## config.mk

```make
export PLATFORM = sky130hd
export DESIGN_NAME = host_bus_decode
export DESIGN_NICKNAME = d
export VERILOG_FILES = /design/src/design/host_domain_pkg.sv /design/src/design/host_bus_decode.sv
export SDC_FILE = /design/constraint.sdc
export NUM_CORES = 1
export LEC_CHECK = 0
export ABC_CLOCK_PERIOD_IN_PS = 3600
export BUFFER_PORTS_ARGS = -buffer_cell sky130_fd_sc_hd__buf_2
export CORE_AREA = 8 8 135 137
export DETAILED_ROUTE_END_ITERATION = 7
export DIE_AREA = 0 0 143 145
export SKIP_LAST_GASP = 1
export SYNTH_ARGS = -nofsm -noshare
export SYNTH_HDL_FRONTEND = slang
export SYNTH_SLANG_ARGS = --single-unit
```

## constraint.sdc

```tcl
create_clock -name clk_i -period 3.6 [get_ports clk_i]
set_clock_uncertainty 0.1 [all_clocks]
set_input_delay 0 -clock clk_i [delete_from_list [all_inputs] [get_ports clk_i]]
set_output_delay 0 -clock clk_i [all_outputs]
set_load 0.02 [all_outputs]
```

## src/design/host_domain_pkg.sv

```systemverilog
//####################
// Host domain package
// Address map, host bus types and L2 word address layout
//####################

package host_domain_pkg;

  localparam int unsigned AddrWidth = 32;
  localparam int unsigned DataWidth = 32;

  // L2 geometry
  localparam int unsigned NbL2Banks       = 8;
  localparam int unsigned L2BankSize      = 1024;
  localparam int unsigned L2BankAddrWidth = 10;
  localparam int unsigned L2BankSelWidth  = 3;

  // Address map
  localparam logic [AddrWidth-1:0] L2Base  = 32'h1C00_0000;
  localparam logic [AddrWidth-1:0] L2Size  = 32'h0000_8000;
  localparam logic [AddrWidth-1:0] CfgBase = 32'h1000_0000;
  localparam logic [AddrWidth-1:0] CfgSize = 32'h0000_1000;
  localparam logic [DataWidth-1:0] ErrData = 32'hDEAD_F000;

  // Register offsets inside the config block
  localparam logic [AddrWidth-1:0] RegCacheStart = 32'h00;
  localparam logic [AddrWidth-1:0] RegCacheEnd   = 32'h04;
  localparam logic [AddrWidth-1:0] RegCachedRd   = 32'h08;
  localparam logic [AddrWidth-1:0] RegCachedWr   = 32'h0C;
  localparam logic [AddrWidth-1:0] RegUncachedRd = 32'h10;
  localparam logic [AddrWidth-1:0] RegUncachedWr = 32'h14;
  localparam logic [AddrWidth-1:0] RegDmaEvt     = 32'h18;
  localparam logic [AddrWidth-1:0] RegDoorbell   = 32'h1C;
  localparam logic [AddrWidth-1:0] RegCompletion = 32'h20;

  typedef struct packed {
    logic                 req;
    logic                 we;
    logic [AddrWidth-1:0] addr;
    logic [DataWidth-1:0] wdata;
  } host_req_t;

  typedef struct packed {
    logic                 rvalid;
    logic                 err;
    logic [DataWidth-1:0] rdata;
  } host_rsp_t;

  // One-cycle pulses, one per classified L2 access
  typedef struct packed {
    logic cached_rd;
    logic cached_wr;
    logic uncached_rd;
    logic uncached_wr;
  } llc_evt_t;

  // Word index, low bits pick the bank
  typedef union packed {
    logic [L2BankAddrWidth+L2BankSelWidth-1:0] flat;
    struct packed {
      logic [L2BankAddrWidth-1:0] row;
      logic [L2BankSelWidth-1:0]  bank;
    } banked;
  } l2_addr_u;

endpackage

```

## src/design/host_bus_decode.sv

```systemverilog
//####################
// Host bus decoder
// Routes requests, classifies L2 accesses, muxes responses
//####################

`timescale 1ns/100ps

module host_bus_decode (
  input  logic                                  clk_i,
  input  logic                                  rst_n_i,
  input  host_domain_pkg::host_req_t            host_req_i,
  output host_domain_pkg::host_rsp_t            host_rsp_o,
  input  logic [host_domain_pkg::DataWidth-1:0] cache_start_i,
  input  logic [host_domain_pkg::DataWidth-1:0] cache_end_i,
  output host_domain_pkg::host_req_t            l2_req_o,
  output host_domain_pkg::host_req_t            cfg_req_o,
  input  logic [host_domain_pkg::DataWidth-1:0] l2_rdata_i,
  input  logic [host_domain_pkg::DataWidth-1:0] cfg_rdata_i,
  output host_domain_pkg::llc_evt_t             llc_evt_o
);

  logic sel_l2, sel_cfg, sel_err, cached;
  logic rvalid_q, we_q, sel_l2_q, sel_cfg_q, sel_err_q;

  assign sel_l2 = host_req_i.req &&
                  (host_req_i.addr >= host_domain_pkg::L2Base) &&
                  (host_req_i.addr < host_domain_pkg::L2Base + host_domain_pkg::L2Size);
  assign sel_cfg = host_req_i.req &&
                   (host_req_i.addr >= host_domain_pkg::CfgBase) &&
                   (host_req_i.addr < host_domain_pkg::CfgBase + host_domain_pkg::CfgSize);
  assign sel_err = host_req_i.req && !sel_l2 && !sel_cfg;

  // Empty window when start equals end
  assign cached = (host_req_i.addr >= cache_start_i) && (host_req_i.addr < cache_end_i);

  always_comb begin
    l2_req_o      = host_req_i;
    l2_req_o.req  = sel_l2;
    cfg_req_o     = host_req_i;
    cfg_req_o.req = sel_cfg;
  end

  assign llc_evt_o.cached_rd   = sel_l2 &&  cached && !host_req_i.we;
  assign llc_evt_o.cached_wr   = sel_l2 &&  cached &&  host_req_i.we;
  assign llc_evt_o.uncached_rd = sel_l2 && !cached && !host_req_i.we;
  assign llc_evt_o.uncached_wr = sel_l2 && !cached &&  host_req_i.we;

  always_ff @(posedge clk_i) begin
    if (!rst_n_i) begin
      rvalid_q  <= 1'b0;
      we_q      <= 1'b0;
      sel_l2_q  <= 1'b0;
      sel_cfg_q <= 1'b0;
      sel_err_q <= 1'b0;
    end else begin
      rvalid_q  <= host_req_i.req;
      we_q      <= host_req_i.we;
      sel_l2_q  <= sel_l2;
      sel_cfg_q <= sel_cfg;
      sel_err_q <= sel_err;
    end
  end

  // Fixed one-cycle response, zero data after writes
  always_comb begin
    host_rsp_o.rvalid = rvalid_q;
    host_rsp_o.err    = sel_err_q;
    host_rsp_o.rdata  = '0;
    if (rvalid_q && !we_q) begin
      if (sel_l2_q) begin
        host_rsp_o.rdata = l2_rdata_i;
      end else if (sel_cfg_q) begin
        host_rsp_o.rdata = cfg_rdata_i;
      end else begin
        host_rsp_o.rdata = host_domain_pkg::ErrData;
      end
    end
  end

  // Each response is owned by exactly one target
  assert property (@(posedge clk_i) disable iff (!rst_n_i)
    host_req_i.req |=> $onehot({sel_l2_q, sel_cfg_q, sel_err_q}));

endmodule

```

Word-level counts from Yosys, hierarchy flattened
Cells that the tools add are included.

Memory bits (read-only): 0. Memories kept: 0. Output and inout bits: 170. Flip-flop bits (word level): 5. Word-level logic and storage cells: 33. Memory bits (writable): 0. Bits of input ports: 196. Latch bits: 0.

Reduce and logical (&&, ||, !) cells: 19. Add/subtract/negate cells: 0. $mul: 0. Multiplexer cells: 3. $lt $le $gt $ge: 6. Bitwise operators: 0. Divide/modulo/power cells: 0. Shift operators: 0. Eq/ne operators: 0.

Operators by type and width (number): $mux W32 (3); $ge A32 B29 Y1 const B (2); $lt A32 B29 Y1 const B (2); $ge A32 B32 Y1 (1); $lt A32 B32 Y1 (1); $logic_and A1 B1 Y1 (14); $logic_not A1 Y1 (5).

Longest topological paths before layout
Depth after elaboration: 6. Depth in mapped cells: 7. Depth with buffers taken out: 7.

Worst setup path after synthesis
Ideal clock, no wire load.

Path type: input-to-output. Start point: in cache_start_i[29] (netlist bit). End point: out llc_evt_o[2] (netlist bit). Cell stages on the path: 7. Path slack: 1.773 ns. Data arrival time: 1.727 ns. Path buffers: 0. Path through: inv_1 -> ha_1 -> nand4_2 -> nor4_4 -> a22oi_2 -> and2_4 -> a2111oi_2.

RTL lines: start: declaration (line host_bus_decode.sv:13) `input logic [host_domain_pkg::DataWidth-1:0] cache_start_i,`; end: declaration (line host_bus_decode.sv:19) `output host_domain_pkg::llc_evt_t llc_evt_o`.

==> impl_metrics.yaml <==
power_and_ir_drop:
  leakagePower_nw: 2.54
  ir_drop_mv: 0.123
  p_per_area_nw_per_um2: 170
sta:
  setup_viol: 0
  finalSetupTns_ps: 0
  slew_headroom_pct: 19.9
  worst_pin_slew_ps: 1200
  finalCritPeriodShare_pct: 64.5
  layout_min_cycle_time_ps: 2320
  rsz0062_at_grt: "no"
  slew_viol_final: 0
  hold_viol: 0
  fmax_mhz: 431
  holdWs_ps: 11.4
synth:
  synth_largest_area_cell: "buf_4"
  yosys_warnings: 0
  async_flop_share_pct: 0
  synth_area_leaders: "buf_4 (30%), ha_1 (24%), inv_1 (7.5%), nor2_1 (3.9%), a22oi_1 (3.6%)"
  synth_edf_count: 0
  synth_common_cells: "buf_4 (134), inv_1 (67), ha_1 (63)"
  synth_ff_type: "dfxtp_1"
  synth_most_common_cell: "buf_4"
  ys_types: 49
  yosysTopAreaCellShare_pct: 30.1
  ys_ff_latch: 5
  syn_avg_cell_area_um2: 7.15
  syn_area_um2: 3340
  syn-instance-count: 467
  synthesis.nets: 726
  ys_seq_area_share_pct: 3.00
placed_design:
  dp.cells: 815
  dp_hpwl_mm: 14.1
  finalWeightedCongestion: 0.885
  io_buffers: 269
worst_setup_path:
  crit_top_cell: "buf_2"
  end_kind: "primary output"
  slowest_delay_ps: 520
  critPathTopFamily: "simple AND/OR/NAND/NOR gates"
  arrival_ps: 2220
  path_cells: "dlygate4sd3_1, buf_2, nor4b_1, nand4_1, nor3_1, o311ai_0, o211ai_1, buf_2"
  path_buf_inv: 3
  required_ps: 3500
  critPathKind: "in -> out"
  crit_fanout: 4
  crit_path_start_kind: "input port"
  cp_slowest_cell: "dlygate4sd3_1"
clocking:
  max-clock-path-buffers: 2
  cts_buffers: 3
  cts.sinks: 5
  ctsResizeCount: 0
  cts-root-buf: "clkbuf_16"
  cts_tree: "yes"
  ctsHtreeMaxLevel: 1
  path_clk_slew_ps: 30
global_route:
  grt_pass1_vias: 3822
  grt_start_max_net_pins: 33
  grt_pass1_wl_mm: 22.4
  overflow: 0
  grtUsageTotal_pct: 14.0
  antenna_found_initial: 7
routing:
  wirelength_mm: 15.9
  drt_iter0_markers: 103
  dr_total_vias: 3616
  drc_errors: 0
  firstDrtPassIters: 4
  ant_nets: 0
  avgRoutedWirePerCell_um: 18.7
  detail_route.vias_per_cell: 4.23
floorplan:
  fp.dieH_um: 145
  die_width_um: 143
  ios: 366
  dieArea_um2: 20700
  start_util_pct: 20.6
  core-area_um2: 16200
  rows: 47
hold_path:
  hp-class: "in -> reg"
layout:
  instances_no_fill: 854
  finalNetCount: 893
  drive_gt1_share_pct: 45.0
  areaGrowthSynthToFinish_pct: 30.5
job:
  maxCapViolCount: 0
run_status:
  run_status: "finished clean"
## final timing paths
check	start	to	slack, ps	depth (start not counted)
hold / removal	host_req_i[64]	we_q	10	2
setup / recovery	host_req_i[65]	llc_evt_o[1]	1280	8
## through the flow
| stage | util, % | setup slack, ps | power (W) | area [um^2] |
|---|---|---|---|---|
| final | 26.9 | 1280 | 0.000740 | 4360 |
| after global routing | 26.9 | 1090 | 0.000799 | 4360 |
| after CTS | 26.9 | 1260 | 0.000751 | 4350 |
| after detailed placement | 24.3 | 1300 | 0.000468 | 3930 |
| after global placement | 24.3 | 1290 | 0.000464 | 3930 |
| after floorplan | - | 1770 | 0.000426 | 3340 |
## layout make-up
type	count	area [um^2]
diodes	1	2.50
clock buffers	4	78.8
fillers	1783	11800
inverters	67	251
multi-input cells	252	1950
flip-flops and latches	5	100
well taps	220	275
repair buffers	305	1700
## power by group
group          switching (W)  leakage (nW)  internal (W)  total [W]
clock network      0.0000354        0.0382      0.000147   0.000182
registers        0.000000789        0.0411     0.0000576  0.0000584
logic               0.000302          2.46      0.000197   0.000499
## metal layers
layer | routed length, um | share of wire (%) | GRT usage [%] | vias to the layer above
met5 | 23 | 0.14 | 0 | -
met4 | 212 | 1.3 | 2.34 | 4
met3 | 1460 | 9.2 | 3.77 | 22
met2 | 8320 | 52 | 27.6 | 223
met1 | 5940 | 37 | 14.3 | 1563
li1 | - | - | - | 1804
## layout by cell type (no fill, tap or decap), types with 6 or more instances in the layout
| cell | instances |
|---|---|
| nand2_1 | 17 |
| inv_1 | 67 |
| o21ai_0 | 8 |
| dlygate4sd3_1 | 34 |
| buf_2 | 269 |
| nor2_1 | 35 |
| a21oi_1 | 21 |
| o211ai_1 | 6 |
| nand4_1 | 7 |
| o22ai_1 | 14 |
| a22oi_1 | 16 |
| ha_1 | 63 |
## registers in the layout, indices dropped and copies added, names as in the netlist
signal,flops
sel_l2_q,1
rvalid_q,1
sel_err_q,1
sel_cfg_q,1
we_q,1
## kinds of logic after synthesis
| logic type | Yosys count | share of synthesized area [%] |
|---|---|---|
| buffers and inverters | 210 | 38.7 |
| AND/OR/NAND/NOR | 96 | 15.3 |
| AO/OA/AOI/OAI | 93 | 19.4 |
| adder cells (fa/ha/maj) | 63 | 23.6 |
| flip-flops | 5 | 3.00 |
## what timing repair did
item | in CTS | in global routing
setup buffers | 0 | 0
hold endpoints to repair | 68 | 0
setup endpoints to repair | 0 | 0
hold buffers | 34 | 0
Note: power is estimated with default switching activity, not from simulation.
