[config.mk]
export PLATFORM = sky130hd
export DESIGN_NAME = cfg_regs
export DESIGN_NICKNAME = d
export VERILOG_FILES = /design/src/design/host_domain_pkg.sv /design/src/design/cfg_regs.sv
export SDC_FILE = /design/constraint.sdc
export NUM_CORES = 1
export LEC_CHECK = 0
export ABC_AREA = 1
export BUFFER_PORTS_ARGS = -buffer_cell sky130_fd_sc_hd__buf_4
export CAP_MARGIN = 5
export CORE_MARGIN = 4
export CORE_UTILIZATION = 55
export CTS_BUF_LIST = sky130_fd_sc_hd__clkbuf_16
export DETAILED_ROUTE_END_ITERATION = 16
export PLACE_DENSITY = 0.85
export SLEW_MARGIN = 30
export SYNTH_ARGS = -nofsm -noshare
export SYNTH_HDL_FRONTEND = slang
export SYNTH_SLANG_ARGS = --single-unit
[constraint.sdc]
create_clock -name clk_i -period 2.6 [get_ports clk_i]
set_clock_uncertainty 0.1 [all_clocks]
set_input_delay 0.26 -clock clk_i [delete_from_list [all_inputs] [get_ports clk_i]]
set_output_delay 0.26 -clock clk_i [all_outputs]
set_load 0.01 [all_outputs]
[src/design/host_domain_pkg.sv]
//####################
// Host domain package
// Address map, host bus types and L2 word address layout
//####################

package host_domain_pkg;

  localparam int unsigned AddrWidth = 32;
  localparam int unsigned DataWidth = 32;

  // L2 geometry
  localparam int unsigned NbL2Banks       = 8;
  localparam int unsigned L2BankSize      = 1024;
  localparam int unsigned L2BankAddrWidth = 10;
  localparam int unsigned L2BankSelWidth  = 3;

  // Address map
  localparam logic [AddrWidth-1:0] L2Base  = 32'h1C00_0000;
  localparam logic [AddrWidth-1:0] L2Size  = 32'h0000_8000;
  localparam logic [AddrWidth-1:0] CfgBase = 32'h1000_0000;
  localparam logic [AddrWidth-1:0] CfgSize = 32'h0000_1000;
  localparam logic [DataWidth-1:0] ErrData = 32'hDEAD_F000;

  // Register offsets inside the config block
  localparam logic [AddrWidth-1:0] RegCacheStart = 32'h00;
  localparam logic [AddrWidth-1:0] RegCacheEnd   = 32'h04;
  localparam logic [AddrWidth-1:0] RegCachedRd   = 32'h08;
  localparam logic [AddrWidth-1:0] RegCachedWr   = 32'h0C;
  localparam logic [AddrWidth-1:0] RegUncachedRd = 32'h10;
  localparam logic [AddrWidth-1:0] RegUncachedWr = 32'h14;
  localparam logic [AddrWidth-1:0] RegDmaEvt     = 32'h18;
  localparam logic [AddrWidth-1:0] RegDoorbell   = 32'h1C;
  localparam logic [AddrWidth-1:0] RegCompletion = 32'h20;

  typedef struct packed {
    logic                 req;
    logic                 we;
    logic [AddrWidth-1:0] addr;
    logic [DataWidth-1:0] wdata;
  } host_req_t;

  typedef struct packed {
    logic                 rvalid;
    logic                 err;
    logic [DataWidth-1:0] rdata;
  } host_rsp_t;

  // One-cycle pulses, one per classified L2 access
  typedef struct packed {
    logic cached_rd;
    logic cached_wr;
    logic uncached_rd;
    logic uncached_wr;
  } llc_evt_t;

  // Word index, low bits pick the bank
  typedef union packed {
    logic [L2BankAddrWidth+L2BankSelWidth-1:0] flat;
    struct packed {
      logic [L2BankAddrWidth-1:0] row;
      logic [L2BankSelWidth-1:0]  bank;
    } banked;
  } l2_addr_u;

endpackage

[src/design/cfg_regs.sv]
//####################
// Config register block
// Cache window, access and DMA event counters, interrupts
//####################

`timescale 1ns/100ps

module cfg_regs #(
  parameter int unsigned CntWidth = 32
) (
  input  logic                                  clk_i,
  input  logic                                  rst_n_i,
  input  host_domain_pkg::host_req_t            req_i,
  output logic [host_domain_pkg::DataWidth-1:0] rdata_o,
  input  host_domain_pkg::llc_evt_t             llc_evt_i,
  input  logic                                  dma_evt_i,
  output logic [host_domain_pkg::DataWidth-1:0] cache_start_o,
  output logic [host_domain_pkg::DataWidth-1:0] cache_end_o,
  output logic                                  doorbell_irq_o,
  output logic                                  completion_irq_o
);

  localparam int unsigned NbCnt = 5;

  logic [host_domain_pkg::AddrWidth-1:0] offset;
  logic                                  wr, rd;
  logic [host_domain_pkg::DataWidth-1:0] cache_start_q, cache_end_q;
  logic [host_domain_pkg::DataWidth-1:0] rdata_d, rdata_q;
  logic                                  doorbell_q, completion_q;
  logic [NbCnt-1:0]                      cnt_inc, cnt_clr;
  logic [CntWidth-1:0]                   cnt_q [NbCnt];

  assign offset = req_i.addr & (host_domain_pkg::CfgSize - 1);
  assign wr     = req_i.req && req_i.we;
  assign rd     = req_i.req && !req_i.we;

  // Counter order matches the register map
  assign cnt_inc = {dma_evt_i, llc_evt_i.uncached_wr, llc_evt_i.uncached_rd,
                    llc_evt_i.cached_wr, llc_evt_i.cached_rd};

  always_comb begin
    cnt_clr = '0;
    if (wr) begin
      case (offset)
        host_domain_pkg::RegCachedRd:   cnt_clr[0] = 1'b1;
        host_domain_pkg::RegCachedWr:   cnt_clr[1] = 1'b1;
        host_domain_pkg::RegUncachedRd: cnt_clr[2] = 1'b1;
        host_domain_pkg::RegUncachedWr: cnt_clr[3] = 1'b1;
        host_domain_pkg::RegDmaEvt:     cnt_clr[4] = 1'b1;
        default: ;
      endcase
    end
  end

  always_ff @(posedge clk_i) begin
    if (!rst_n_i) begin
      cnt_q <= '{default: '0};
    end else begin
      for (int i = 0; i < NbCnt; i++) begin
        if (cnt_clr[i]) begin
          cnt_q[i] <= '0;
        end else if (cnt_inc[i]) begin
          cnt_q[i] <= cnt_q[i] + 1'b1;
        end
      end
    end
  end

  always_ff @(posedge clk_i) begin
    if (!rst_n_i) begin
      cache_start_q <= '0;
      cache_end_q   <= '0;
      doorbell_q    <= 1'b0;
      completion_q  <= 1'b0;
    end else if (wr) begin
      case (offset)
        host_domain_pkg::RegCacheStart: cache_start_q <= req_i.wdata;
        host_domain_pkg::RegCacheEnd:   cache_end_q   <= req_i.wdata;
        host_domain_pkg::RegDoorbell:   doorbell_q    <= req_i.wdata[0];
        host_domain_pkg::RegCompletion: completion_q  <= req_i.wdata[0];
        default: ;
      endcase
    end
  end

  // Unknown offsets read zero
  always_comb begin
    rdata_d = '0;
    case (offset)
      host_domain_pkg::RegCacheStart: rdata_d = cache_start_q;
      host_domain_pkg::RegCacheEnd:   rdata_d = cache_end_q;
      host_domain_pkg::RegCachedRd:   rdata_d[CntWidth-1:0] = cnt_q[0];
      host_domain_pkg::RegCachedWr:   rdata_d[CntWidth-1:0] = cnt_q[1];
      host_domain_pkg::RegUncachedRd: rdata_d[CntWidth-1:0] = cnt_q[2];
      host_domain_pkg::RegUncachedWr: rdata_d[CntWidth-1:0] = cnt_q[3];
      host_domain_pkg::RegDmaEvt:     rdata_d[CntWidth-1:0] = cnt_q[4];
      host_domain_pkg::RegDoorbell:   rdata_d[0] = doorbell_q;
      host_domain_pkg::RegCompletion: rdata_d[0] = completion_q;
      default: ;
    endcase
  end

  always_ff @(posedge clk_i) begin
    if (rd) begin
      rdata_q <= rdata_d;
    end
  end

  assign rdata_o          = rdata_q;
  assign cache_start_o    = cache_start_q;
  assign cache_end_o      = cache_end_q;
  assign doorbell_irq_o   = doorbell_q;
  assign completion_irq_o = completion_q;

  assert property (@(posedge clk_i) disable iff (!rst_n_i)
    !(wr && offset == host_domain_pkg::RegDoorbell) |=> $stable(doorbell_irq_o));

  assert property (@(posedge clk_i) disable iff (!rst_n_i)
    !(wr && offset == host_domain_pkg::RegCompletion) |=> $stable(completion_irq_o));

endmodule

=== Word level (Yosys, flattened, before mapping) ===
Cells that the tools add are included.

* Bits of input ports: 73
* Register bits after elaboration: 258
* Output and inout port bits: 98

* Equal/unequal tests: 8
* Muxes and demuxes: 8
* Bitwise operators: 1
* Add/sub/neg operators: 5
* Reductions and logical operators: 13

{| class="wikitable"
|+ Operators by type and width
! operator !! count
|-
| 31-bit one-hot mux with 7 select lines || 1
|-
| 32-bit by 1-bit adder with 32-bit output (second input constant) || 5
|-
| 12-bit by 5-bit equality test with 1-bit output (second input constant) || 4
|-
| 32-bit logical NOT || 1
|-
| 12-bit by 4-bit equality test with 1-bit output (second input constant) || 2
|-
| 12-bit by 3-bit equality test with 1-bit output (second input constant) || 1
|-
| 12-bit by 6-bit equality test with 1-bit output (second input constant) || 1
|-
| 2-bit OR reduction || 5
|-
| 1-bit one-hot mux with 9 select lines || 1
|-
| 2-bit AND reduction || 4
|-
| 1-bit 2-to-1 mux || 5
|-
| 5-bit 2-to-1 mux || 1
|-
| 1-bit logical AND || 2
|-
| 1-bit logical NOT || 1
|-
| 1-bit NOT || 1
|}

=== Depth between registers and ports, before layout ===
* Depth after elaboration: 4
* Depth in mapped cells: 11

=== Least setup slack after synthesis ===
No wires, ideal clock.

* Path kind: input to register
* From: input req_i[65] in the netlist's numbering
* To: register rdata_q (netlist bit rdata_o[0]) (enable)
* Path slack: 0.429 ns
* Stages on the path: 2
* Data arrival time: 1.649 ns
* Required time: 2.078 ns
* Path buffers: 0
* Cell sequence: inv_1 -> nor2_1

* Longest elaborated chain between the ends: 1

{| class="wikitable"
|+ RTL lines
! element !! RTL line !! text
|-
| start, declared || cfg_regs.sv:13 || <nowiki>input host_domain_pkg::host_req_t req_i,</nowiki>
|-
| 1-bit logical AND || cfg_regs.sv:35 || <nowiki>assign rd = req_i.req && !req_i.we;</nowiki>
|-
| via rd || cfg_regs.sv:26 || <nowiki>logic wr, rd;</nowiki>
|-
| end signal, assigned || cfg_regs.sv:105 || <nowiki>rdata_q <= rdata_d;</nowiki>
|-
| end, declared || cfg_regs.sv:28 || <nowiki>logic [host_domain_pkg::DataWidth-1:0] rdata_d, rdata_q;</nowiki>
|}

The timed path passes the listed nets, and every way through them passes these cells.
A chain may end at the register's enable or synchronous reset.

=== Worst setup path in the final report ===
* From: input req_i[36] in the netlist's numbering
* To: register rdata_q (netlist bit rdata_o[3]), data pin

* Longest elaborated chain between the ends: 2
* Elaborated cells on any way between the ends: 8
* Classes of those cells: eq/ne: 6; mux: 1; reduce/logical: 1

{| class="wikitable"
|+ RTL lines
! element !! RTL line !! text
|-
| 32-bit logical NOT, or another cell as far along || cfg_regs.sv:89 || <nowiki>case (offset)</nowiki>
|-
| 31-bit one-hot mux with 7 select lines (*) || cfg_regs.sv:89 ||
|-
| via rdata_d, one bit || cfg_regs.sv:28 ||
|}

Mark *: on every way through the listed nets, which the timed path passes. The rest lies on a longest branch.

==> impl_metrics.ini <==
[layout]
fin_area_um2 = 16700
register_area_um2 = 5490
multiInputGateArea_um2 = 7060
nets = 2401
n_fill_cell = 2185
syn_to_final_growth_pct = 19.6
layout-drive-gt1-share_pct = 12.0
num_antenna_cells = 0

[critical_path]
path_max_fanout = 22
ff2ff_setup_slack_ns = 0.45
required_ns = 2.79
reg2reg_depth = 8
critPathKind = input pin to flop
worstPathArrival_ns = 2.39
crit_path_start_kind = input pin
r2r-start = cnt_q[128]
endpoint_kind = flop
r2r-end = cnt_q[154]

[clock_tree]
clk_latency_ns = 0.54
clockBufferDepth = 3
clk_pin_slew_ns = 0.06
tritoncts = done
post_cts_buffers = 0
clock-sinks = 258
cts-root-buf = clkbuf_16
cts_resized = 0
cts_hold_buffers = 38
numCtsBuffers = 28
cts_max_level = 1

[sta]
fin_crit_sh_pct = 84.5
hold_viol_final = 0
relSlewSlack_pct = 52.3
rsz0062_at_grt = false
period_minus_slack_ns = 2.20
fmax_ghz = 0.455
setup_tns_ns = 0
finalSetupViolCount = 0
drv_slew = 0
worstMarginPinSlew_ns = 0.715

[floorplan]
core_um2 = 25000
rows = 58
dieArea_um2 = 28000
start_util_pct = 55.7
pin_count = 171
die_h_um = 167
die_w_um = 167

[logic_synthesis]
synth-edff-count = 32
syn-cell-area_um2 = 13900
synthFlopType = dfxtp_1
synth.top_cell.area_share_pct = 32.4
ys_seq_area_share_pct = 39.3
syn_area_per_cell_um2 = 6.54
ys_warn_count = 0
synth_top_cell_by_area = dfxtp_1
synthMostInstantiatedCell = nand2_1
synth.top_cells.by_count = nand2_1, nor2_1, inv_1
synthArstFlopShare_pct = 0
syn_inst = 2133
ys_ff_latch = 258
ys_top_cells_by_area = dfxtp_1, nand2_1, nor2_1, inv_1, edfxtp_1
syn_nets = 2211
synth_cell_types = 37

[routing]
wire_per_inst_um = 17.5
drt-initial-drc-count = 1592
vias = 14700
remaining_drc_errors = 0
avgViaCountPerCell = 5.52
dr.pass1.iters = 6
ant_nets = 0
wl_mm = 46.7

[power]
p_leak_nw = 6.65
power.density_nw_per_um2 = 502
vdd_ir_drop_max_uv = 473

[placed_design]
port_buffers = 150
placedInstanceArea_um2 = 15400
dpl.hpwl_mm = 35.3
gp_congestion = 0.986

[global_route]
antenna_found_initial = 0
grt.total_usage_pct = 31.9
grt_pass1_vias = 13600
grt_pass1_wl_mm = 72.1
grt.overflow.total = 0
grt_max_degree = 64

[min_path]
min_path_cells = 5
worstHoldEndpoint = completion_irq_o
hp-class = input pin to flop
hold_start = req_i[37]

[job]
maxCapViolCount = 0

[run_status]
status = complete, no violations
==> worst max-delay path: stages <==
cell	delay (ns)
dlygate4sd3_1	0.55
buf_4	0.15
inv_1	0.05
nor2_1	0.04
nand2_1	0.12
nor2_4	0.05
nand2_2	0.23
inv_2	0.22
nand2_1	0.15
o21ai_0	0.20
nor2_1	0.29
nand2_1	0.08
==> report_power, final <==
part | switching, mW | internal [mW] | leakage, nW | total, mW
combinational | 0.216 | 0.158 | 4.06 | 0.374
sequential | 0.0221 | 4.06 | 2.13 | 4.08
clock | 1.63 | 2.29 | 0.457 | 3.92
total | 1.87 | 6.50 | 6.65 | 8.37
==> worst max path at each step <==
stage,startpoint,to,slack [ns],cells after the start
2_1_floorplan,req_i[65],rdata_o[0],0.43,2
3_3_place_gp,req_i[43],cnt_q[157],0.42,11
3_5_place_dp,req_i[41],cnt_q[157],0.41,11
4_1_cts,cnt_q[128],cnt_q[154],0.49,8
5_1_grt,cnt_q[128],cnt_q[154],0.24,9
6_report,req_i[36],rdata_o[3],0.40,12
==> final cells by class <==
cell class,count,area share [%]
repair buffers,219,10.6
multi-input cells,1531,42.3
inverters,285,6.42
flip-flops and latches,258,32.9
clock buffers,29,4.35
well taps,330,2.48
clock inverters,20,0.975
==> state kept, by name, summed over array words and instances, names as in the netlist <==
signal            flops
completion_irq_o      1
doorbell_irq_o        1
cache_start_o        32
cache_end_o          32
rdata_o              32
cnt_q               160
==> metal layers <==
layer | part of all wire [%] | up-vias | GRT usage (%)
li1 | - | 7134 | -
met4 | 4.8 | 0 | 13.9
met2 | 46 | 693 | 53.5
met1 | 41 | 6796 | 41.7
met3 | 8.4 | 123 | 3.87
met5 | 0 | - | 0
==> cell usage in the layout, fill, tap and decap left out <==
master and n:
nand4_1 42, clkinvlp_4 1, dfxtp_1 226, o21ai_0 110, buf_12 2, edfxtp_1 32
nor2_2 21, a21o_1 1, nor2_4 11, o21ai_1 5, nand3_2 4, nor3_1 55
xor2_1 35, clkinv_2 4, o21ai_2 1, nand2_1 475, nand2_4 2, clkbuf_16 29
or2_2 4, clkinv_1 8, o21bai_1 1, nand3_1 185, o21ai_4 4, inv_1 281
ha_1 5, buf_4 179, xnor2_1 13, nor3b_1 9, inv_2 8, dlygate4sd3_1 38
nand3b_1 10, bufinv_16 3, mux2i_1 1, a21oi_1 90, nor2_1 432, nand2_2 7
and2_1 3, and3_1 2, or2_0 3
==> cell families after synthesis <==
logic type	Yosys count	synth area share (%)
AOI/OAI and AO/OA	212	7.97
adders and majority gates	5	0.449
and+or+nand+nor	1265	39.0
buffers and inverters	344	10.2
xor gates and xnor gates	48	3.01
DFF	258	39.3
muxes	1	0.0718
==> metrics by stage <==
step           power, mW  util, %  cells  hold slack, ns  setup slack [ns]
4_1_cts             8.39     66.6   2672          0.0580             0.485
6_report            8.37     66.6   2672          0.0749             0.402
3_5_place_dp        4.48     61.5   2585           0.367             0.405
5_1_grt             8.58     66.6   2672           0.135             0.235
3_3_place_gp        4.48     61.5   2585           0.356             0.417
2_1_floorplan       4.32        -   2133           0.295             0.429
Note: power is estimated with default switching activity, not from simulation.
